===== config.mk =====
export PLATFORM = sky130hd
export DESIGN_NAME = uart_rx
export DESIGN_NICKNAME = d
export VERILOG_FILES = /design/src/rtl/soc_pkg.sv /design/src/rtl/uart_rx.sv
export SDC_FILE = /design/constraint.sdc
export NUM_CORES = 1
export LEC_CHECK = 0
export BUFFER_PORTS_ARGS = -buffer_cell sky130_fd_sc_hd__buf_2
export CORE_MARGIN = 4
export CORE_UTILIZATION = 27
export CTS_BUF_LIST = sky130_fd_sc_hd__clkbuf_16
export CTS_CLUSTER_DIAMETER = 120
export DETAILED_ROUTE_END_ITERATION = 10
export HOLD_SLACK_MARGIN = 0.15
export MAX_ROUTING_LAYER = met4
export PLACE_DENSITY = 0.46
export SLEW_MARGIN = 20
export SYNTH_ARGS = -nofsm -noshare
export SYNTH_HDL_FRONTEND = slang
export SYNTH_SLANG_ARGS = --single-unit

===== constraint.sdc =====
create_clock -name clk_i -period 3.9 [get_ports clk_i]
set_input_delay 0.78 -clock clk_i [delete_from_list [all_inputs] [get_ports clk_i]]
set_output_delay 0.78 -clock clk_i [all_outputs]
set_load 0.02 [all_outputs]

===== src/rtl/soc_pkg.sv =====
// SoC package
// Word and byte types, memory size, UART bit timing, loader opcodes,
// reply codes and the state encodings of the UART and loader FSMs

package soc_pkg;

localparam int XLEN = 32;

typedef logic [XLEN-1:0] word_t;
typedef logic [7:0]      byte_t;

localparam int RAM_WORDS = 256;

typedef logic [$clog2(RAM_WORDS)-1:0] ram_addr_t;  // Byte address bits 9:2

localparam int BAUD_DIV = 8;  // Clocks per UART bit, kept small for simulation

typedef logic [$clog2(BAUD_DIV)-1:0] baud_cnt_t;

// Host opcodes, low bit selects the data bank
localparam byte_t OP_WR_IRAM = 8'h10;
localparam byte_t OP_WR_DRAM = 8'h11;
localparam byte_t OP_RD_IRAM = 8'h20;
localparam byte_t OP_RD_DRAM = 8'h21;
localparam byte_t OP_RUN     = 8'h30;
localparam byte_t OP_HALT    = 8'h31;

localparam byte_t RPL_ACK = 8'hAA;
localparam byte_t RPL_ERR = 8'hEE;

typedef enum logic [1:0] {
    UART_IDLE,
    UART_START,
    UART_DATA,
    UART_STOP
} uart_state_t;

typedef enum logic [2:0] {
    LD_OPCODE,
    LD_ADDR,
    LD_DATA,
    LD_WRITE,
    LD_READ_WAIT,
    LD_REPLY
} loader_state_t;

endpackage


===== src/rtl/uart_rx.sv =====
// UART receiver
// 8N1 frames, each bit sampled near its middle, LSB first.
// A good frame is held valid until the loader takes it

`timescale 1ns/1ps

module uart_rx import soc_pkg::*; (
    input  logic  clk_i,
    input  logic  reset_i,

    input  logic  uart_rx_i,
    input  logic  rx_data_rdy_i,

    output byte_t rx_data_o,
    output logic  rx_data_vld_o
);

uart_state_t state;

logic      rx_s1;
logic      rx_s2;
baud_cnt_t baud_cnt;
logic [2:0] bit_cnt;
byte_t     shift_q;

logic start_edge;
logic bit_end;
logic sample_bit;
logic stop_ok;

assign start_edge = rx_s2 & ~rx_s1;  // Falling edge seen one flop early
assign bit_end    = (baud_cnt == baud_cnt_t'(BAUD_DIV - 1));
assign sample_bit = (state == UART_DATA) && bit_end;
assign stop_ok    = (state == UART_STOP) && bit_end && rx_s2;

always_ff @(posedge clk_i) begin
    if (reset_i) begin
        rx_s1         <= 1'b1;
        rx_s2         <= 1'b1;
        state         <= UART_IDLE;
        baud_cnt      <= '0;
        bit_cnt       <= '0;
        rx_data_vld_o <= 1'b0;
    end else begin
        rx_s1 <= uart_rx_i;
        rx_s2 <= rx_s1;

        if (rx_data_vld_o && rx_data_rdy_i) begin
            rx_data_vld_o <= 1'b0;
        end

        case (state)
            UART_IDLE: begin
                baud_cnt <= '0;
                if (start_edge) begin
                    state <= UART_START;
                end
            end
            UART_START: begin
                if (baud_cnt == baud_cnt_t'(BAUD_DIV / 2 - 2)) begin
                    baud_cnt <= '0;
                    bit_cnt  <= '0;
                    state    <= rx_s2 ? UART_IDLE : UART_DATA;  // Glitch, not a start bit
                end else begin
                    baud_cnt <= baud_cnt + 1'b1;
                end
            end
            UART_DATA: begin
                baud_cnt <= baud_cnt + 1'b1;
                if (bit_end) begin
                    bit_cnt <= bit_cnt + 1'b1;
                    if (bit_cnt == 3'd7) begin
                        state <= UART_STOP;
                    end
                end
            end
            UART_STOP: begin
                baud_cnt <= baud_cnt + 1'b1;
                if (bit_end) begin
                    state <= UART_IDLE;
                    if (rx_s2) begin
                        rx_data_vld_o <= 1'b1;  // Overwrites a byte not yet taken
                    end
                end
            end
            default: state <= UART_IDLE;
        endcase
    end
end

always_ff @(posedge clk_i) begin
    if (sample_bit) begin
        shift_q <= {rx_s2, shift_q[7:1]};
    end
    if (stop_ok) begin
        rx_data_o <= shift_q;
    end
end

endmodule


; ---- Word-level counts from Yosys, hierarchy flattened
; Index checks and enable logic that the tools add are counted.
[word_totals]
reg_bits = 27
inputBits = 4
word_cells = 48
[op_classes]
add_sub_neg = 2
eq_ne = 11
n_mux = 16
bitwise = 2
n_reduce_logical = 9
[ops]
columns = cell, n
row1 = 2-bit two-way mux, 6
row2 = 3-bit two-way mux, 3
row3 = 3-bit case mux with 3 select lines, 1
row4 = 2-bit inequality test (second input constant), 4
row5 = 2-bit case mux with 4 select lines, 1
row6 = 3-bit by 1-bit adder with 3-bit output (second input constant), 2
row7 = 3-bit equality test (second input constant), 2
row8 = 3-bit case mux with 2 select lines, 1
row9 = 5-bit AND reduction, 1
row10 = 2-bit equality test (second input constant), 2
row11 = 1-bit logical AND, 4
row12 = 1-bit two-way mux, 4
row13 = 3-bit by 2-bit equality test with 1-bit output (second input constant), 1
row14 = 3-bit AND reduction, 1
row15 = 2-bit by 1-bit equality test with 1-bit output (second input constant), 1
row16 = 2-bit logical NOT, 1
row17 = 2-bit by 1-bit inequality test with 1-bit output (second input constant), 1
row18 = 2-bit nonzero test, 1
row19 = 2-bit OR reduction, 1
row20 = 1-bit bitwise AND, 1
row21 = 1-bit inverter, 1

; ---- Depth between registers and ports, before layout
[depth]
depth_word = 5
depth_mapped = 5
depth_no_buf = 5

; ---- Least setup slack after synthesis
; No wires, ideal clock.
[synth_path]
kind = input port to flip-flop
startpoint = input reset_i
endpoint = register rx_s2
setup_time_ps = 123
arrival_time_ps = 1242
required_ps = 3777
slack_ps = 2534
stages = 2
path_buffers = 1
cell_sequence = clkbuf_1 or2_2
[synth_lines]
columns = element, line_no
row1 = start: declaration, uart_rx.sv:9  ; input logic reset_i,
row2 = end signal: assignment, uart_rx.sv:46  ; rx_s2 <= rx_s1;
row3 = end: declaration, uart_rx.sv:21  ; logic rx_s2;
; No word-level cell between the ends.

; ---- Final worst setup path
[layout_path]
startpoint = register rx_data_o[6]
endpoint = output rx_data_o[6]
[layout_lines]
columns = element, line_no
row1 = start: declaration, uart_rx.sv:14  ; output byte_t rx_data_o,
row2 = start signal: assignment, uart_rx.sv:96  ; rx_data_o <= shift_q;
; No word-level cell between the ends.

==> results.yml <==
status:
  run_status: "completed"
die:
  floorplan.die_area_mm2: 0.00477
  fp-row-count: 21
  initial_core_util: 0.290
  design.portCount: 13
  fp.coreArea_mm2: 0.00347
  die_h_um: 69.0
  chipWidth_um: 69.0
pwr:
  power_switching_uw: 101
  powerDensity_mw_per_mm2: 455
  pwr-share-comb: 0.015
  power.static_leakage_uw: 0.000428
  largest_vdd_supply_drop_mv: 0.239
  power.switching_fraction: 0.186
  seqPwrFrac: 0.556
  cell_internal_pwr_uw: 444
  clkPwrFrac: 0.428
clock_network:
  max-clock-path-buffers: 2
  post_cts_buffers: 0
  numClockSinks: 27
  cts.clk_slew.worst_paths_ns: 0.07
  clock_insertion_delay_worst_skew_ns: 0.26
  cts_resized: 0
  h-tree-depth: 1
  cts_tree: "yes"
  postCtsHoldBufs: 0
  clock_tree.root_cell: "sky130_fd_sc_hd__clkbuf_16"
  numCtsBuffers: 3
synth:
  ys_seq_area_frac: 0.697
  synth_edf_count: 16
  synth_fp_nets: 79
  yosysWarnings: 0
  post_synth_num_cell_types: 25
  largest_cells_by_area_after_synthesis: "sky130_fd_sc_hd__edfxtp_1 48%, sky130_fd_sc_hd__dfxtp_1 22%, sky130_fd_sc_hd__ha_1 6.2%, sky130_fd_sc_hd__nand3b_1 4.5%, sky130_fd_sc_hd__a21oi_1 1.5%"
  synthDominantAreaCellType: "sky130_fd_sc_hd__edfxtp_1"
  synthFlopType: "sky130_fd_sc_hd__edfxtp_1"
  postSynth.asyncResetShare: 0
  count_of_state_elements_after_synthesis: 27
  synth_area_per_cell_um2: 14.4
  yosysTopAreaCellShare: 0.478
  syn_inst: 70
  synth_area_mm2: 0.00101
route:
  drtPass1Iterations: 4
  drt_drc_violations_left: 0
  dr_total_vias: 562
  routed_wire_length_per_instance_um: 12.0
  drt-vias-per-instance: 4.32
  final_antenna_net_count: 0
  detail_route.iter0.violations: 13
  wl_final_um: 1560
layout:
  layout.nets: 94
  layout_commonest_cell: "sky130_fd_sc_hd__edfxtp_1"
  final.fill_count: 356
  multiInputGateArea_um2: 282
  num_antenna_cells: 0
  layout_common_cells: "16 x sky130_fd_sc_hd__edfxtp_1, 12 x sky130_fd_sc_hd__buf_2, 11 x sky130_fd_sc_hd__dfxtp_1, 6 x sky130_fd_sc_hd__nand3b_1, 5 x sky130_fd_sc_hd__ha_1"
  area_growth_pct: 19.0
  drive_above_1_share: 0.274
  final-seq-area_um2: 701
timing:
  report.final.hold_viol_count: 0
  final-setup-viol-count: 0
  achievable-frequency_ghz: 0.638
  setup_tns_ns: 0
  fin_worst_hold_slack_ns: 0.434
  actual_transition_at_the_worst_max_transition_pin_ns: 0.411
  final.period_utilization: 0.402
  timing_max_transition_violations_final: 0
  unrepaired_setup_endpoints_after_global_routing: "false"
  final_period_minus_worst_setup_slack_ns: 1.57
  worst_slew_margin_rel: 0.725
  clock-skew-final_ns: 0.00145
setup_path:
  cpLargestDelayFamily: "flip-flops"
  timing.critical_path.arrival_ns: 0.79
  rr_worst_depth: 3
  slowest_delay_ns: 0.36
  timing.critical_path.slowest_stage_cell: "sky130_fd_sc_hd__edfxtp_1"
  r2r_endpoint: "rx_data_o[1]"
  critical_path.endpoint_type: "output pin"
  cell_by_cell_listing_of_the_critical_path: "buf_2"
  setup.reg_to_reg.worst_slack_ns: 2.46
  required_ns: 3.12
  cp_max_fo: 1
  timing.critical_path.from_type: "register"
  regToRegStartpoint: "baud_cnt[0]"
  worst-path-buf-inv: 1
  criticalPathCategory: "register to output pin"
global_route:
  first_pass_grt_wire_length_um: 2790
  grt_pass1_vias: 580
  grt_max_degree: 17
  gr-total-overflow: 0
  antenna_violations_before_repair: 0
  track_usage: 0.0752
hold_path:
  holdCritPathClass: "register to register"
  timing.hold.worst.start: "shift_q[0]"
  worst_hold_path_cells: 0
  holdPathEnd: "rx_data_o[0]"
placement:
  placement.io_buffers: 12
  final_weighted_congestion_in_routability_driven_placement: 0.706
  place.detailed.hpwl_um: 1150
flow_run:
  drv.max_cap_violation_count: 0
==> registers in the layout, indices dropped and copies added (netlist names), named ones only <==
signal,flops
shift_q,8
rx_data_vld_o,1
rx_data_o,8
rx_s1,1
state,1
baud_cnt,3
rx_s2,1
bit_cnt,3
==> how the worst max path moves through the flow <==
stage	cells past startpoint	start	to
after floorplan	2	reset_i	rx_s2
after global placement	3	baud_cnt[0]	rx_data_o[0]
after detailed placement	3	baud_cnt[0]	rx_data_o[1]
after CTS	1	rx_data_o[6]	rx_data_o[6]
after global routing	1	rx_data_o[0]	rx_data_o[0]
final	1	rx_data_o[6]	rx_data_o[6]
==> per-layer routing <==
metal	up-vias	routed length, µm	GRT usage
met5	-	0	-
met4	0	13	0.0260
met3	2	99	0.0349
met2	13	726	0.113
met1	263	721	0.0882
li1	284	-	-
==> kinds of logic after synthesis <==
family	synth area share
DFF	0.697
adders and majority gates	0.0622
buffers and inverters	0.0236
and+or+nand+nor	0.152
AOI/OAI and AO/OA	0.0659
==> cell type report <==
cell class / count / share of cell area
Clock inverter: 1 / 0.00627
Timing Repair Buffer: 12 / 0.0502
Sequential cell: 27 / 0.585
Tap cell: 46 / 0.0481
Multi-Input combinational cell: 37 / 0.235
Clock buffer: 3 / 0.0627
Inverter: 4 / 0.0125
==> cells in the mapped netlist (2+ instances only) <==
master / instances
sky130_fd_sc_hd__nand3_1: 2
sky130_fd_sc_hd__edfxtp_1: 16
sky130_fd_sc_hd__nor3_1: 2
sky130_fd_sc_hd__or2_2: 2
sky130_fd_sc_hd__dfxtp_1: 11
sky130_fd_sc_hd__ha_1: 5
sky130_fd_sc_hd__a21oi_1: 3
sky130_fd_sc_hd__nand3b_1: 6
sky130_fd_sc_hd__nand2_1: 3
sky130_fd_sc_hd__inv_1: 4
sky130_fd_sc_hd__a31oi_1: 2
==> power groups by stage <==
stage               logic (µW)  registers [µW]  clock network [µW]
floorplan                 6.00             309                   0
global placement          8.40             310                   0
detailed placement        8.47             310                   0
CTS                       8.50             303                 239
global route              9.74             304                 253
finish                    8.27             303                 234
==> per-stage QoR <==
stage           util  instance area, µm²  power (µW)  instances  setup WS, ns
2_1_floorplan      -                1010         315         70          2.53
3_3_place_gp   0.321                1110         318        126          2.49
3_5_place_dp   0.321                1110         318        126          2.44
4_1_cts        0.345                1200         551        130          2.32
5_1_grt        0.345                1200         567        130          2.29
6_report       0.345                1200         545        130          2.33
Power figures use the tool's default switching activity.
