**src/rtl/soc_pkg.sv**
```systemverilog
// SoC package
// Word and byte types, memory size, UART bit timing, loader opcodes,
// reply codes and the state encodings of the UART and loader FSMs

package soc_pkg;

localparam int XLEN = 32;

typedef logic [XLEN-1:0] word_t;
typedef logic [7:0]      byte_t;

localparam int RAM_WORDS = 256;

typedef logic [$clog2(RAM_WORDS)-1:0] ram_addr_t;  // Byte address bits 9:2

localparam int BAUD_DIV = 8;  // Clocks per UART bit, kept small for simulation

typedef logic [$clog2(BAUD_DIV)-1:0] baud_cnt_t;

// Host opcodes, low bit selects the data bank
localparam byte_t OP_WR_IRAM = 8'h10;
localparam byte_t OP_WR_DRAM = 8'h11;
localparam byte_t OP_RD_IRAM = 8'h20;
localparam byte_t OP_RD_DRAM = 8'h21;
localparam byte_t OP_RUN     = 8'h30;
localparam byte_t OP_HALT    = 8'h31;

localparam byte_t RPL_ACK = 8'hAA;
localparam byte_t RPL_ERR = 8'hEE;

typedef enum logic [1:0] {
    UART_IDLE,
    UART_START,
    UART_DATA,
    UART_STOP
} uart_state_t;

typedef enum logic [2:0] {
    LD_OPCODE,
    LD_ADDR,
    LD_DATA,
    LD_WRITE,
    LD_READ_WAIT,
    LD_REPLY
} loader_state_t;

endpackage

```
**src/rtl/uart_tx.sv**
```systemverilog
// UART transmitter
// Sends a start bit, eight data bits LSB first and a stop bit,
// one bit every BAUD_DIV clocks. Ready only while idle

`timescale 1ns/1ps

module uart_tx import soc_pkg::*; (
    input  logic  clk_i,
    input  logic  reset_i,

    input  byte_t tx_data_i,
    input  logic  tx_data_vld_i,

    output logic  uart_tx_o,
    output logic  tx_data_rdy_o
);

uart_state_t state;

logic [9:0] frame_q;  // Bit 0 is on the line
baud_cnt_t  baud_cnt;
logic [2:0] bit_cnt;
logic       bit_end;

assign bit_end       = (baud_cnt == baud_cnt_t'(BAUD_DIV - 1));
assign tx_data_rdy_o = (state == UART_IDLE);
assign uart_tx_o     = frame_q[0];

always_ff @(posedge clk_i) begin
    if (reset_i) begin
        state    <= UART_IDLE;
        frame_q  <= '1;
        baud_cnt <= '0;
        bit_cnt  <= '0;
    end else if (state == UART_IDLE) begin
        baud_cnt <= '0;
        bit_cnt  <= '0;
        if (tx_data_vld_i) begin
            frame_q <= {1'b1, tx_data_i, 1'b0};
            state   <= UART_START;
        end
    end else begin
        baud_cnt <= baud_cnt + 1'b1;
        if (bit_end) begin
            frame_q <= {1'b1, frame_q[9:1]};  // Idle level shifts in behind
            case (state)
                UART_START: state <= UART_DATA;
                UART_DATA: begin
                    bit_cnt <= bit_cnt + 1'b1;
                    if (bit_cnt == 3'd7) begin
                        state <= UART_STOP;
                    end
                end
                default: state <= UART_IDLE;  // End of stop bit
            endcase
        end
    end
end

endmodule

```
**config.mk**
```make
export PLATFORM = sky130hd
export DESIGN_NAME = uart_tx
export DESIGN_NICKNAME = d
export VERILOG_FILES = /design/src/rtl/soc_pkg.sv /design/src/rtl/uart_tx.sv
export SDC_FILE = /design/constraint.sdc
export NUM_CORES = 1
export LEC_CHECK = 0
export BUFFER_PORTS_ARGS = -buffer_cell sky130_fd_sc_hd__clkbuf_2
export CORE_UTILIZATION = 56
export CTS_BUF_LIST = sky130_fd_sc_hd__clkbuf_4
export DETAILED_ROUTE_END_ITERATION = 12
export HOLD_SLACK_MARGIN = 0.03
export PLACE_DENSITY = 0.84
export SLEW_MARGIN = 20
export SYNTH_ARGS = -nofsm -noshare
export SYNTH_HDL_FRONTEND = slang
export SYNTH_SLANG_ARGS = --single-unit
```
**constraint.sdc**
```tcl
create_clock -name clk_i -period 1.8 [get_ports clk_i]
set_input_delay 0.54 -clock clk_i [delete_from_list [all_inputs] [get_ports clk_i]]
set_output_delay 0.54 -clock clk_i [all_outputs]
set_load 0.01 [all_outputs]
```
==> Word level (Yosys, flattened, before mapping) <==
Index checks and enable logic that the tools add are counted.
{ "classes": {"n_reduce_logical": 6, "order_cmp": 0, "muxes": 8, "div_mod_pow": 0, "eq_ne": 6, "mul": 0, "n_shift": 0, "bitwise": 0, "n_addsub": 2} }
{ "ops": {"columns": ["op", "n"], "rows": [
  ["2-to-1 mux 10 bit", 3],
  ["2-to-1 mux 2 bit", 4],
  ["adder 3 x 1 -> 3 bit, second input constant", 2],
  ["equality test 3 bit, second input constant", 2],
  ["one-hot mux 2 bit (2 select lines)", 1],
  ["AND reduction 2 bit", 2],
  ["inequality test 3 bit, second input constant", 1],
  ["AND reduction 3 bit", 1],
  ["equality test 2 x 1 -> 1 bit, second input constant", 1],
  ["equality test 2 bit, second input constant", 1],
  ["logical NOT 2 bit", 1],
  ["inequality test 2 bit, second input constant", 1],
  ["nonzero test 2 bit", 1],
  ["OR reduction 2 bit", 1]
]} }
{ "totals": {"mem_count": 0, "latch_bits": 0, "register_bits": 18, "output_inout_bits": 2, "ram_bits": 0, "mem_bits_ro": 0, "wordCells": 26, "input_bits": 11} }

==> Logic depth before layout (Yosys ltp) <==
Gate-level depths: netlist of run 1.
{ "logic_depth": {"depth_word": 5, "ltp_mapped": 6, "ltp_nobuf": 5} }

==> Worst setup path before layout of run 1 <==
Ideal clock, no wire load.
{ "synth_timing": {"path_kind": "reg-to-reg", "startpoint": "reg state[0]", "endpoint": "reg frame_q[8]", "synth_period_minus_slack_ns": 1.436, "stages_incl_launch_ff": 6, "required_time_ns": 1.683, "setup_time_ns": 0.117, "setup_slack_ns": 0.364, "n_path_buf": 0, "arrival_ns": 1.319, "path_cell_list": "dfxtp_1 > inv_1 > ha_1 > mux2_2 > o22ai_1 > nand2b_1"} }
{ "synth_via": {"elab_chain_cells": 3, "elab_cells_between_ends": 5, "classes_between": "1 x eq/ne; 1 x mux; 3 x reduce/logical"} }
{ "synth_lines": {"columns": ["element", "line_no", "source"], "rows": [
  ["start, declared", "uart_tx.sv:18", "uart_state_t state;"],
  ["start signal, assigned", "uart_tx.sv:31", "state <= UART_IDLE;"],
  ["start signal, assigned", "uart_tx.sv:40", "state <= UART_START;"],
  ["start signal, assigned", "uart_tx.sv:47", "UART_START: state <= UART_DATA;"],
  ["logical NOT 2 bit (*)", null, null],
  ["named net tx_data_rdy_o", "uart_tx.sv:15", "output logic tx_data_rdy_o"],
  ["inequality test 2 bit (no line) / nonzero test 2 bit (equally long branches)", null, null],
  ["AND reduction 2 bit (no line)", null, null],
  ["end signal, assigned", "uart_tx.sv:39", "frame_q <= {1'b1, tx_data_i, 1'b0};"],
  ["end signal, assigned", "uart_tx.sv:45", "frame_q <= {1'b1, frame_q[9:1]};"],
  ["end, declared", "uart_tx.sv:20", "logic [9:0] frame_q;"]
]} }
Mark *: on every way through the listed nets, which the timed path passes. The rest lies on a longest branch.
A chain may end at the register's enable or synchronous reset.

==> Final worst setup path of run 1 <==
{ "layout_timing": {"startpoint": "reg state[0]", "endpoint": "out tx_data_rdy_o"} }
{ "layout_via": {"elab_chain_cells": 1} }
{ "layout_lines": {"columns": ["element", "line_no", "source"], "rows": [
  ["logical NOT 2 bit", "uart_tx.sv:26", "assign tx_data_rdy_o = (state == UART_IDLE);"],
  ["end, declared", "uart_tx.sv:15", null]
]} }
Every way passes these cells.

==> impl_metrics.ini, run 1 <==
[finish]
instances_no_fill = 111
fill_cells = 107
register_area_um2 = 340.3
area_growth_pct = 13.76
multi_input_area_um2 = 451.7
nNetsFinal = 115
drive_gt1_share_pct = 21.88
num_antenna_cells = 0
final_core_util_pct = 69.90

[grt]
grt-ovfl-total = 0
met3_usage_pct = 6.667
grt_pass1_vias = 550
grt_max_degree = 19
top_usage_layer = met2
grt_antenna_before_repair = 0
grtUsageTotal_pct = 20.86
grt_pass1_wl_mm = 2.208
use_met1_pct = 24.14
gr-usage-met2_pct = 36.69

[detailed_routing]
drt_wl_total_mm = 1.343
wl_per_cell_um = 12.10
drt_pass1_iterations = 5
drtIter0Drc = 20
viasPerCell = 5.432
ant_nets = 0
dr_total_vias = 603
drc = 0

[clock_tree]
htreeDepth = 1
cts_root_buffer = clkbuf_4
path_clk_slew_ns = 0.10
clk_latency_ns = 0.29
cts_sinks = 17
numCtsBuffers = 3
cts_setup_buffers = 0
postCtsHoldBufs = 0
cts_tree = yes
cts_buffer_depth = 2

[yosys]
yosysMostFrequentCell = dfxtp_1
ys_ff_latch = 17
synth_nets = 100
synth_cell_types = 22
syn_area_per_cell_um2 = 9.872
ys_dominant_reg_cell = dfxtp_1
syn_area_um2 = 809.5
yosysWarnings = 0
synthCells = 82
synth_top_cell_by_area = dfxtp_1
synth_commonest_cells = dfxtp_1, nor2b_1
synth_area_leaders = dfxtp_1, ha_1, nor2b_1, a211oi_1, o21bai_1
synthArstFlopShare_pct = 0
yosysTopAreaCellShare_pct = 42.04
synth_edf_count = 0
ys_seq_area_share_pct = 42.04

[floorplanning]
core_area_um2 = 1318
std_cell_rows = 13
ios = 13
fp.dieH_um = 40.02
initial_utilization_pct = 61.44
die_w_um = 40.02
die-area_um2 = 1602

[timing]
final.setup.tns_ns = 0
fin_crit_ns = 1.688
holdWs_ns = 0.4325
fmax_mhz = 592.4
rsz0062_at_grt = false
fin_crit_sh_pct = 93.78
slew_headroom_pct = 71.30
skew_ns = 0.003875
finalHoldViolCount = 0
finalSetupViolations = 0
tightest_slew_ns = 0.4221
slew_viol_final = 0

[power]
ir_worst_vdd_mv = 0.6300
p_leak_nw = 0.4216
p_per_area_nw_per_um2 = 857.5

[setup_path]
critical_path.endpoint_type = output pin
cp_top_family = flip-flops
path_cells = inv_1 > ha_4 > clkbuf_2
worstPathRequired_ns = 1.26
worst-path-buf-inv = 2
worstSetupStartpointType = register
cp_slowest_cell = dfxtp_1
critPathArrivalTime_ns = 1.15
cp_max_fo = 11
crit_type = reg -> out
cpPeakStageDelay_ns = 0.31

[placed_design]
dp_hpwl_mm = 1.017
io_buffers = 12
gp_congestion = 0.6876
placed_cells = 107

[hold_path]
min_path_type = reg -> reg

[job]
cap_violations = 0

[status]
status = finished, final reports clean
[routing by layer]
layer	wire length, um	share of wire, %	vias up
li1	-	-	315
met1	672	50	275
met2	607	45	11
met3	48	3.6	2
met4	14	1.0	0
met5	0	0	-
[kinds of logic (layout without fill, tap and decap cells)]
logic type               count (synthesis)  count (layout)  synth area share, %
flip-flops                              17              17                42.04
buffers and inverters                    6              20                3.708
AO/OA/AOI/OAI                           18              18                17.00
adder cells (fa/ha/maj)                  7               7                10.82
AND/OR/NAND/NOR                         28              28                18.55
multiplexers                             5               5                6.800
XOR/XNOR                                 1               1                1.082
[path summary, 6_finish.rpt]
path	slack, ns	endpoint	start	depth (start not counted)
worst max register to register	0.29	state[0]	baud_cnt[0]	5
worst min-delay path	0.43	baud_cnt[0]	baud_cnt[0]	1
worst max-delay path	0.11	tx_data_rdy_o	state[0]	3
worst min register to register	0.43	baud_cnt[0]	baud_cnt[0]	1
[registers in the layout, indices dropped and copies added (netlist names)]
register,flops
state,2
frame_q,9
baud_cnt,3
bit_cnt,3
[metrics by stage]
stage,total power [mW],worst slack (ns),area [um2]
floorplan,0.5444,0.3640,809.5
global placement,0.5788,0.2422,880.8
detailed placement,0.5849,0.1737,880.8
CTS,0.7894,0.02424,910.9
global route,0.8354,0.03783,920.9
finish,0.7896,0.1119,920.9
[placed cells by master, fill, tap and decap left out, types with 3 or more instances in the layout]
| master | n |
|---|---|
| nor3_1 | 4 |
| ha_1 | 6 |
| o21bai_1 | 7 |
| nor2_1 | 7 |
| dfxtp_1 | 17 |
| clkbuf_2 | 12 |
| a211oi_1 | 7 |
| clkbuf_4 | 3 |
| mux2i_1 | 3 |
| nand2b_1 | 4 |
| nor2b_1 | 9 |
[power by group]
group          internal [mW]  switching [mW]  total [mW]
registers              0.404          0.0129       0.417
clock network         0.0826           0.122       0.204
logic                 0.0809          0.0876       0.169
[timing repair]
item,CTS,global route
cloned,0,0
gates resized for setup,1,1
endpoints found under the setup margin,1,1
endpoints found under the hold margin,0,0
[area by class of cell]
| class | instances | area share, % |
|---|---|---|
| clock buffer | 3 | 2.446 |
| clock inverter | 1 | 0.5435 |
| inverter | 2 | 0.8152 |
| multi-input combinational | 59 | 49.05 |
| sequential | 17 | 36.96 |
| tap | 15 | 2.038 |
| timing repair buffer | 14 | 8.152 |
(Power assumes the default switching activity.)
==> run 2: changes to the inputs <==
RECOVER_POWER = 25   (was not set)
==> impl_metrics.ini, run 2 (same netlist as run 1, synthesis figures left out) <==
[clock_tree]
numCtsBuffers = 3
cts_tree = yes
htreeDepth = 1
cts_root_buffer = clkbuf_4
path_clk_slew_ns = 0.10
cts_sinks = 17
postCtsHoldBufs = 0
clk_latency_ns = 0.29
cts_setup_buffers = 0
cts_buffer_depth = 2

[grt]
grtUsageTotal_pct = 20.86
grt_pass1_wl_mm = 2.208
grt_pass1_vias = 550
grt_max_degree = 19
grt_antenna_before_repair = 0
grt-ovfl-total = 0

[setup_path]
critical_path.endpoint_type = output pin
reg2reg_depth = 5
cp_max_fo = 11
crit_path_start = state[0]
reg2reg_from = baud_cnt[0]
crit_type = reg -> out
worstPathRequired_ns = 1.26
critPathArrivalTime_ns = 1.14
cpPeakStageDelay_ns = 0.31
path_cells = inv_1 > ha_4 > clkbuf_2
cp_slowest_cell = dfxtp_1
worstSetupStartpointType = register

[finish]
regMostFlops = frame_q
fill_cells = 110
drive_gt1_share_pct = 19.79
largest_reg_flops = 9
register_area_um2 = 340.3
area_growth_pct = 13.14
instances_no_fill = 111
top_regs = frame_q: 9 flops, baud_cnt: 3 flops, bit_cnt: 3 flops
multi_input_area_um2 = 451.7
num_antenna_cells = 0
final_common_cell = dfxtp_1
final_core_util_pct = 69.52
nNetsFinal = 115
mostFrequentLayoutCells = dfxtp_1, clkbuf_2, nor2b_1

[timing]
rsz0062_at_grt = false
fmax_mhz = 593.9
slew_headroom_pct = 71.02
fin_crit_sh_pct = 93.54
finalSetupViolations = 0
slew_viol_final = 0
finalHoldViolCount = 0
skew_ns = 0.003708
fin_crit_ns = 1.684
tightest_slew_ns = 0.4262
final.setup.tns_ns = 0

[power]
combPwrFrac_pct = 20.9
p_leak_nw = 0.4154
p_per_area_nw_per_um2 = 858.1
p_clk_share_pct = 26.0
p_switching_mw = 0.2220
switching_share_pct = 28.25
total_power_mw = 0.7859
internal-power_mw = 0.5639
power_frac_seq_pct = 53.1
ir_worst_vdd_mv = 0.6414

[detailed_routing]
drt_pass1_iterations = 5
viasPerCell = 5.432
ant_nets = 0
drt_wl_total_mm = 1.338
drc = 0
dr_total_vias = 603
drtIter0Drc = 15
wl_per_cell_um = 12.05

[hold_path]
hp-start = baud_cnt[0]
min_delay_path_depth = 1
min_path_type = reg -> reg

[placed_design]
placed_cells = 107
io_buffers = 12
gp_congestion = 0.6876
dp_hpwl_mm = 1.017

[floorplanning]
std_cell_rows = 13
ios = 13
core_area_um2 = 1318
die-area_um2 = 1602
die_w_um = 40.02
fp.dieH_um = 40.02
initial_utilization_pct = 61.44

[job]
cap_violations = 0

[status]
status = finished, final reports clean
run 2: changes by cell type in the layout (fill, tap and decap cells not counted), sizes merged:
cell    change
buf         -1
clkbuf      +1
run 2: what timing repair did:
item	4_1_cts	5_1_grt
resized for setup	1	1
gates cloned	0	0
setup endpoints to repair	1	1
run 2: layout make-up:
cell class                      instances  area share, %
Sequential cell                        17          37.16
Timing Repair Buffer                   14          7.650
Clock buffer                            3          2.459
Tap cell                               15          2.049
Inverter                                2         0.8197
Clock inverter                          1         0.5464
Multi-Input combinational cell         59          49.32
run 2: metrics by stage:
stage / setup slack (ns) / hold WS [ns] / area [um2]
2_1_floorplan: 0.3640 / 0.4081 / 809.5
3_3_place_gp: 0.2422 / 0.4153 / 880.8
3_5_place_dp: 0.1737 / 0.4203 / 880.8
4_1_cts: 0.02424 / 0.4348 / 910.9
5_1_grt: 0.03860 / 0.4445 / 915.9
6_report: 0.1163 / 0.4325 / 915.9
run 2: critical path: cells and delay by family (launching register included):
| family | cells | cell delay (ns) |
|---|---|---|
| flops | 1 | 0.31 |
| buf+inv | 2 | 0.30 |
| fa+ha+maj | 1 | 0.24 |
run 2: power by group through the flow:
stage               registers (mW)  logic (mW)  clock network (mW)
floorplan                    0.424       0.121                   0
global placement             0.425       0.154                   0
detailed placement           0.426       0.159                   0
CTS                          0.417       0.161               0.211
global route                 0.421       0.185               0.226
finish                       0.417       0.164               0.204
run 2: metal layers:
layer | vias up | GRT usage, % | routed length, um
met5 | - | 0 | 0
met4 | 0 | 5.172 | 14
met3 | 2 | 6.667 | 49
met2 | 11 | 36.69 | 609
met1 | 274 | 24.14 | 664
li1 | 316 | - | -
run 2: worst paths after layout:
| path | to | slack (ns) |
|---|---|---|
| setup / recovery | tx_data_rdy_o | 0.12 |
| hold / removal | baud_cnt[0] | 0.43 |
| setup reg to reg | state[0] | 0.29 |
| hold reg to reg | baud_cnt[0] | 0.43 |
