==> src/rtl/soc_pkg.sv <==
// SoC package
// Word and byte types, memory size, UART bit timing, loader opcodes,
// reply codes and the state encodings of the UART and loader FSMs

package soc_pkg;

localparam int XLEN = 32;

typedef logic [XLEN-1:0] word_t;
typedef logic [7:0]      byte_t;

localparam int RAM_WORDS = 256;

typedef logic [$clog2(RAM_WORDS)-1:0] ram_addr_t;  // Byte address bits 9:2

localparam int BAUD_DIV = 8;  // Clocks per UART bit, kept small for simulation

typedef logic [$clog2(BAUD_DIV)-1:0] baud_cnt_t;

// Host opcodes, low bit selects the data bank
localparam byte_t OP_WR_IRAM = 8'h10;
localparam byte_t OP_WR_DRAM = 8'h11;
localparam byte_t OP_RD_IRAM = 8'h20;
localparam byte_t OP_RD_DRAM = 8'h21;
localparam byte_t OP_RUN     = 8'h30;
localparam byte_t OP_HALT    = 8'h31;

localparam byte_t RPL_ACK = 8'hAA;
localparam byte_t RPL_ERR = 8'hEE;

typedef enum logic [1:0] {
    UART_IDLE,
    UART_START,
    UART_DATA,
    UART_STOP
} uart_state_t;

typedef enum logic [2:0] {
    LD_OPCODE,
    LD_ADDR,
    LD_DATA,
    LD_WRITE,
    LD_READ_WAIT,
    LD_REPLY
} loader_state_t;

endpackage

==> src/rtl/ram_loader.sv <==
// Host command loader
// Parses byte commands from the UART, writes and reads the instruction
// and data banks, sends reply bytes and holds the CPU run level

`timescale 1ns/1ps

module ram_loader import soc_pkg::*; (
    input  logic      clk_i,
    input  logic      reset_i,

    input  byte_t     rx_data_i,
    input  logic      rx_data_vld_i,
    input  logic      tx_data_rdy_i,

    input  word_t     iram_rd_data_i,
    input  word_t     dram_rd_data_i,

    output logic      rx_data_rdy_o,
    output byte_t     tx_data_o,
    output logic      tx_data_vld_o,

    output logic      cpu_run_o,

    output ram_addr_t iram_rd_addr_o,
    output ram_addr_t iram_wr_addr_o,
    output word_t     iram_wr_data_o,
    output logic      iram_wr_en_o,

    output ram_addr_t dram_rd_addr_o,
    output ram_addr_t dram_wr_addr_o,
    output word_t     dram_wr_data_o,
    output logic      dram_wr_en_o
);

loader_state_t state;

logic [1:0] cnt_q;    // Byte index, read wait phase or replies left
logic       run_q;

byte_t      op_q;
word_t      addr_q;
word_t      data_q;
word_t      reply_q;

logic       is_wr;
logic       rx_take;
logic       tx_take;
ram_addr_t  word_addr;

assign is_wr     = (op_q == OP_WR_IRAM) || (op_q == OP_WR_DRAM);
assign word_addr = addr_q[$clog2(RAM_WORDS)+1:2];  // Upper bits ignored, bank wraps

assign rx_data_rdy_o = (state == LD_OPCODE) || (state == LD_ADDR) || (state == LD_DATA);
assign tx_data_vld_o = (state == LD_REPLY);
assign tx_data_o     = reply_q[7:0];

assign rx_take = rx_data_vld_i && rx_data_rdy_o;
assign tx_take = tx_data_vld_o && tx_data_rdy_i;

assign cpu_run_o = run_q;

assign iram_rd_addr_o = word_addr;
assign dram_rd_addr_o = word_addr;
assign iram_wr_addr_o = word_addr;
assign dram_wr_addr_o = word_addr;
assign iram_wr_data_o = data_q;
assign dram_wr_data_o = data_q;
assign iram_wr_en_o   = (state == LD_WRITE) && !op_q[0];
assign dram_wr_en_o   = (state == LD_WRITE) && op_q[0];

always_ff @(posedge clk_i) begin
    if (reset_i) begin
        state <= LD_OPCODE;
        cnt_q <= '0;
        run_q <= 1'b0;
    end else begin
        case (state)
            LD_OPCODE: begin
                cnt_q <= '0;
                if (rx_take) begin
                    case (rx_data_i)
                        OP_WR_IRAM, OP_WR_DRAM, OP_RD_IRAM, OP_RD_DRAM: state <= LD_ADDR;
                        OP_RUN: begin
                            run_q <= 1'b1;
                            state <= LD_REPLY;
                        end
                        OP_HALT: begin
                            run_q <= 1'b0;
                            state <= LD_REPLY;
                        end
                        default: state <= LD_REPLY;  // Error byte
                    endcase
                end
            end
            LD_ADDR: begin
                if (rx_take) begin
                    cnt_q <= cnt_q + 1'b1;  // Wraps to 0 after the last byte
                    if (cnt_q == 2'd3) begin
                        state <= is_wr ? LD_DATA : LD_READ_WAIT;
                    end
                end
            end
            LD_DATA: begin
                if (rx_take) begin
                    cnt_q <= cnt_q + 1'b1;
                    if (cnt_q == 2'd3) begin
                        state <= LD_WRITE;
                    end
                end
            end
            LD_WRITE: begin
                cnt_q <= '0;
                state <= LD_REPLY;
            end
            LD_READ_WAIT: begin
                // First cycle presents the address, second latches the word
                if (cnt_q == 2'd0) begin
                    cnt_q <= 2'd1;
                end else begin
                    cnt_q <= 2'd3;
                    state <= LD_REPLY;
                end
            end
            LD_REPLY: begin
                if (tx_take) begin
                    cnt_q <= cnt_q - 1'b1;
                    if (cnt_q == 2'd0) begin
                        state <= LD_OPCODE;
                    end
                end
            end
            default: state <= LD_OPCODE;
        endcase
    end
end

// Command and reply payload
always_ff @(posedge clk_i) begin
    case (state)
        LD_OPCODE: begin
            if (rx_take) begin
                op_q    <= rx_data_i;
                reply_q <= ((rx_data_i == OP_RUN) || (rx_data_i == OP_HALT)) ?
                           word_t'(RPL_ACK) : word_t'(RPL_ERR);
            end
        end
        LD_ADDR: begin
            if (rx_take) begin
                addr_q <= {rx_data_i, addr_q[XLEN-1:8]};  // Little-endian
            end
        end
        LD_DATA: begin
            if (rx_take) begin
                data_q <= {rx_data_i, data_q[XLEN-1:8]};
            end
        end
        LD_WRITE: reply_q <= word_t'(RPL_ACK);
        LD_READ_WAIT: begin
            if (cnt_q != 2'd0) begin
                reply_q <= op_q[0] ? dram_rd_data_i : iram_rd_data_i;
            end
        end
        LD_REPLY: begin
            if (tx_take) begin
                reply_q <= reply_q >> 8;  // Next byte, LSB first
            end
        end
        default: ;
    endcase
end

endmodule

==> config.mk <==
export PLATFORM = sky130hd
export DESIGN_NAME = ram_loader
export DESIGN_NICKNAME = d
export VERILOG_FILES = /design/src/rtl/soc_pkg.sv /design/src/rtl/ram_loader.sv
export SDC_FILE = /design/constraint.sdc
export NUM_CORES = 1
export LEC_CHECK = 0
export BUFFER_PORTS_ARGS = -buffer_cell sky130_fd_sc_hd__buf_2
export CAP_MARGIN = 40
export CORE_UTILIZATION = 45
export DETAILED_ROUTE_END_ITERATION = 12
export PLACE_DENSITY_LB_ADDON = 0.15
export SYNTH_ARGS = -nofsm -noshare
export SYNTH_HDL_FRONTEND = slang
export SYNTH_SLANG_ARGS = --single-unit
export TNS_END_PERCENT = 1
==> constraint.sdc <==
create_clock -name clk_i -period 11.5 [get_ports clk_i]
set_input_delay 2.3 -clock clk_i [delete_from_list [all_inputs] [get_ports clk_i]]
set_output_delay 2.3 -clock clk_i [all_outputs]
set_load 0.05 [all_outputs]
Word level (Yosys, flattened, before mapping) --
Index checks and enable logic that the tools add are counted.
Operators by class: $add $sub $neg 2, eq/ne operators 24, multiplexer cells 22, reductions and logical operators 25
Operators by type and width (number):
- 32-bit two-way mux | 4
- 32-bit case mux with 4 select lines | 1
- 8-bit by 5-bit equality test with 1-bit output (second input constant) | 4
- 8-bit by 6-bit equality test with 1-bit output (second input constant) | 4
- 3-bit two-way mux | 10
- 3-bit case mux with 6 select lines | 1
- 2-bit by 1-bit inequality test with 1-bit output (second input constant) | 5
- 2-bit inequality test (second input constant) | 5
- 2-bit case mux with 4 select lines | 1
- 8-bit AND reduction | 1
- 4-bit nonzero test | 2
- 7-bit two-way mux | 1
- 3-bit by 2-bit equality test with 1-bit output (second input constant) | 2
- 3-bit equality test (second input constant) | 2
- 2-bit two-way mux | 3
- 2-bit AND reduction | 3
- 3-bit AND reduction | 2
- 1-bit logical AND | 4
- 1-bit logical OR | 4
- 4-bit AND reduction | 1
- 2-bit nonzero test | 2
- 2-bit OR reduction | 2
- 4-bit OR reduction | 1
- 3-bit by 1-bit equality test with 1-bit output (second input constant) | 1
- 7 further kinds | 7
Word-level totals: register bits after elaboration 110, input port bits 76, output and inout bits 109, word-level logic and storage cells 80

Logic depth before layout (Yosys ltp) --
depth after elaboration 6, mapped depth 6, mapped depth without buffers 4

Least setup slack after synthesis --
OpenSTA, ideal clock, no wires.
path type input to register, start point in rx_data_vld_i, end point reg reply_q[0], enable pin, setup time 466 ps, arrival 4886 ps, required time 11034 ps, setup slack 6148 ps, stages on the path 3, buffers on the path 0, cell sequence nor3b_1 > a21oi_1 > o21ai_0
Between the ends: cells in the longest elaborated chain, start to end 3
Ends and longest elaborated chain:
- start, declared | RTL line ram_loader.sv:12 | input logic rx_data_vld_i,
- 1-bit logical AND | RTL line ram_loader.sv:57 | assign rx_take = rx_data_vld_i && rx_data_rdy_o;
- 2-bit inequality test (no source line)
- 4-bit AND reduction (no source line)
- end signal, assigned | RTL line ram_loader.sv:143 | reply_q <= ((rx_data_i == OP_RUN) || (rx_data_i == OP_HALT)) ?
- end signal, assigned | RTL line ram_loader.sv:157 | LD_WRITE: reply_q <= word_t'(RPL_ACK);
- end signal, assigned | RTL line ram_loader.sv:160 | reply_q <= op_q[0] ? dram_rd_data_i : iram_rd_data_i;
- end, declared | RTL line ram_loader.sv:43 | word_t reply_q;
Every way passes these cells. A chain may end at the register's enable or synchronous reset.

Worst setup path after layout --
start point reg state[2], end point out tx_data_vld_o
Between the ends: cells in the longest elaborated chain, start to end 1
Ends and longest elaborated chain:
- start, declared | RTL line ram_loader.sv:35 | loader_state_t state;
- start signal, assigned | RTL line ram_loader.sv:99 | state <= is_wr ? LD_DATA : LD_READ_WAIT;
- 3-bit equality test | RTL line ram_loader.sv:54 | assign tx_data_vld_o = (state == LD_REPLY);
- end, declared | RTL line ram_loader.sv:20 | output logic tx_data_vld_o,
Every way passes these cells.

==> results.md <==
| Item | Value |
|:---|:---|
| Run status | completed |
| Port Buffers | 184 |
| Cells taking the most area after synthesis | sky130_fd_sc_hd__edfxtp_1, sky130_fd_sc_hd__buf_4, sky130_fd_sc_hd__mux2i_1 |
| Fraction of registers with async set or reset after synthesis | 0% |
| Initial antenna violation count | 0 |
| Estimated wirelength of the detail-placed design | 6350 um |
| Per-cell routed wire length | 14.0 um |
| DRC violations left | 0 |
| Clock root buffer | sky130_fd_sc_hd__clkbuf_8 |
| Area of the die | 0.0114 sq mm |
| Relative slew slack | 39.1% |
| LEAKAGE | 2.33 nW |
| Number of antenna cells inserted | 0 |
| Crit Path Class | flip-flop to output pin |
| Number of antenna-violating nets in the routed design | 0 |
| Via count of the first global-routing pass | 2801 |
| Sequential fraction of the synthesis area | 64.4% |
| Total number of placement rows | 37 |
| Hold WC Path Type | flip-flop to flip-flop |
| Cell Area, Synth | 0.00494 sq mm |
| Hold Violations, Final | 0 |
| Critical path startpoint category | flip-flop |
| Layout net count | 568 |
| Worst ir drop on vdd | 0.101 mV |
| Number of violations of the max-capacitance limit | 0 |
| Areal power density over the cells | 165 mW/mm^2 |
| Post-Layout Inst Area | 0.00566 sq mm |
| Maximum root-to-sink buffer count | 2 |
| DRC violation total after the first TritonRoute iteration | 124 |
| Sequential Area | 0.00318 sq mm |
| Fin. max-slew vios | 0 |
| Cell count after synthesis | 385 |
| Count of pins on the block boundary | 185 |
| Max Freq | 216 MHz |
| Layout cell share with drive strength beyond 1 | 42.5% |
| Synth Area in Compound Gates | 6.33% |
| Clock latency on the worst-skew pair | 0.36 ns |
| Slew at the pin closest to its max-slew limit | 0.913 ns |
| Largest family of logic cells by synthesized area | buffers and inverters |
| Top FF cell, synth | sky130_fd_sc_hd__edfxtp_1 |
| Resize count post-CTS | 0 |
| Xor/xnor share of the synthesized area | 0.354% |
| Largest area contributor in the synthesized netlist | sky130_fd_sc_hd__edfxtp_1 |
| Data arrival at the endpoint of the critical path | 2.33 ns |
| Clock buffer count from CTS | 9 |
| Number of inserted filler cells in the final layout | 902 |
| Horizontal die dimension | 107 um |
| Gate power share | 21.1% |
| Floorplan Core Area | 0.0105 sq mm |
| H-tree depth | 3 |
| Switching Power | 299 uW |
| Area of the multi-input gates | 0.00112 sq mm |
| Setup violations, final | 0 |
| Maximum number of pins on one net before global-route repair | 54 |
| CTS Hold Buffers Added | 0 |
| Clock transition time at the flip-flop clock pins of the worst setup and hold paths | 0.11 ns |
| Via-to-Cell Ratio | 4.95 |
| Clk pwr share | 23.9% |
| Setup Fix Bufs, Post-CTS | 0 |
| Final-layout setup total negative slack | 0 ns |
| Final Power | 931 uW |
| Multiplexer area fraction after synthesis | 6.48% |
| DR pass1 iterations | 4 |
| Total nets after synthesis | 461 |
| Share of the synthesized area in the top cell type | 62.0% |
| Switching portion of total power | 32.1% |
| Synth Area in Adders | 0% |
| First-pass GRT wire length | 13900 um |
| Hold Slack | 0.417 ns |
| Placed cell areas | 0.00546 sq mm |
| Number of clock sinks | 108 |
| Min Tclk post-route | 4.63 ns |
| Synthesis Warnings | 0 |
| Total via count in the routed design | 3132 |
| Fin util | 53.9% |
| TritonCTS clock tree | done |
| Number of enable flip-flop cells after synthesis | 102 |
| Area share of and/or/nand/nor cells after synthesis | 9.16% |
| Total Wirelength | 8880 um |
| Distinct cell type count after synthesis | 45 |
| Area Overhead vs Synth | 14.5% |
| Avg Synthesized Cell Area | 12.8 sq um |
| Endpoint class of the critical path | output pin |
| Internal power | 632 uW |
| Overflow after GRT | 0 |
| Final weighted congestion in routability-driven placement | 0.760 |
| Global-route usage over all layers | 16.0% |
| Fraction of power consumed by sequential logic | 55.0% |
| Worst Clk Skew | 0.0156 ns |
| CP Max Fanout | 22 |
| Starting utilization of the core area | 47.0% |
| Y dimension of the die | 107 um |
| Share of the clock period used by the worst path | 40.2% |
| Required time at the worst-slack endpoint | 9.20 ns |
| Number of synthesized register bits | 108 |
| RSZ-0062 raised after global routing | false |
## cell usage in the layout, fill, tap and decap left out, drive strengths merged, types with 2 or more instances in the layout
cell type / instances
a31oi: 4
dfxtp: 6
mux2i: 32
nand2: 13
a21oi: 26
o21ai: 9
o22ai: 2
a21boi: 2
nand2b: 3
nor2: 51
nand3: 3
buf: 188
nor2b: 4
inv: 6
clkbuf: 9
nor3b: 3
clkinv: 3
edfxtp: 102
xor2: 2
a211oi: 4
nor3: 5
## power by group through the flow
stage                     clock network (mW)  logic (mW)  registers [mW]
after floorplan                            0       0.174           0.506
after global placement                     0       0.188           0.520
after detailed placement                   0       0.198           0.521
after CTS                              0.229       0.199           0.512
after global routing                   0.242       0.215           0.518
final                                  0.222       0.196           0.512
## cells in the mapped netlist, types with 2 or more instances
cell type and n:
sky130_fd_sc_hd__nand2_1 13, sky130_fd_sc_hd__nor3_1 5, sky130_fd_sc_hd__a21oi_1 26, sky130_fd_sc_hd__mux2i_1 32
sky130_fd_sc_hd__a31oi_1 4, sky130_fd_sc_hd__o22ai_1 2, sky130_fd_sc_hd__nor2b_1 4, sky130_fd_sc_hd__nand3_1 3
sky130_fd_sc_hd__nand2b_1 3, sky130_fd_sc_hd__o21ai_0 8, sky130_fd_sc_hd__dfxtp_1 6, sky130_fd_sc_hd__xor2_1 2
sky130_fd_sc_hd__inv_1 2, sky130_fd_sc_hd__buf_1 5, sky130_fd_sc_hd__clkbuf_1 3, sky130_fd_sc_hd__buf_6 2
sky130_fd_sc_hd__nor2_1 51, sky130_fd_sc_hd__buf_2 10, sky130_fd_sc_hd__edfxtp_1 102, sky130_fd_sc_hd__buf_4 72
sky130_fd_sc_hd__a211oi_1 4, sky130_fd_sc_hd__nor3b_1 3
## registers in the layout (all words and copies together), names as in the netlist
name            flops
reply_q            32
state               3
addr_q             30
cnt_q               2
dram_wr_data_o     32
op_q                8
cpu_run_o           1
## through the flow
step | std cells | setup slack [ns]
after detailed placement | 617 | 7.34
final | 633 | 6.87
after floorplan | 385 | 6.15
after CTS | 633 | 6.92
after global placement | 616 | 7.37
after global routing | 633 | 6.70
## final cells by class
cell class	instances	area share [%]
clock inverter	7	1.37
inverter	3	0.243
timing repair buffer	188	17.2
tap	136	3.01
sequential	108	56.3
multi-input combinational	182	19.8
clock buffer	9	2.19
## worst paths after layout
check	startpoint	to	slack [ns]	depth (start not counted)
setup / recovery	state[2]	tx_data_vld_o	6.87	3
hold / removal	addr_q[23]	addr_q[15]	0.42	0
setup reg to reg	state[0]	reply_q[3]	9.17	5
hold reg to reg	addr_q[23]	addr_q[15]	0.42	0
## logic make-up (layout without fill, tap and decap cells)
| logic type | Yosys count | after routing |
|---|---|---|
| buf+inv | 95 | 207 |
| simple gates | 95 | 95 |
| xor+xnor | 2 | 2 |
| mux | 32 | 32 |
| flops | 108 | 108 |
| compound gates | 53 | 53 |
## critical path, cell delays in order, from the launching register on
cell	delay, ns
sky130_fd_sc_hd__dfxtp_1	0.75
sky130_fd_sc_hd__nand2b_1	0.57
sky130_fd_sc_hd__nor2_1	0.33
sky130_fd_sc_hd__buf_2	0.31
## layer usage
| metal | part of all wire, % | vias up | GRT usage, % | routed length [um] |
|---|---|---|---|---|
| met5 | 0 | - | 0 | 0 |
| met4 | 0.81 | 0 | 4.40 | 72 |
| met3 | 5.8 | 4 | 3.65 | 518 |
| met2 | 50 | 122 | 26.5 | 4420 |
| met1 | 44 | 1478 | 21.3 | 3870 |
| li1 | - | 1528 | - | - |
No activity file was read; power rests on OpenSTA's default activity.
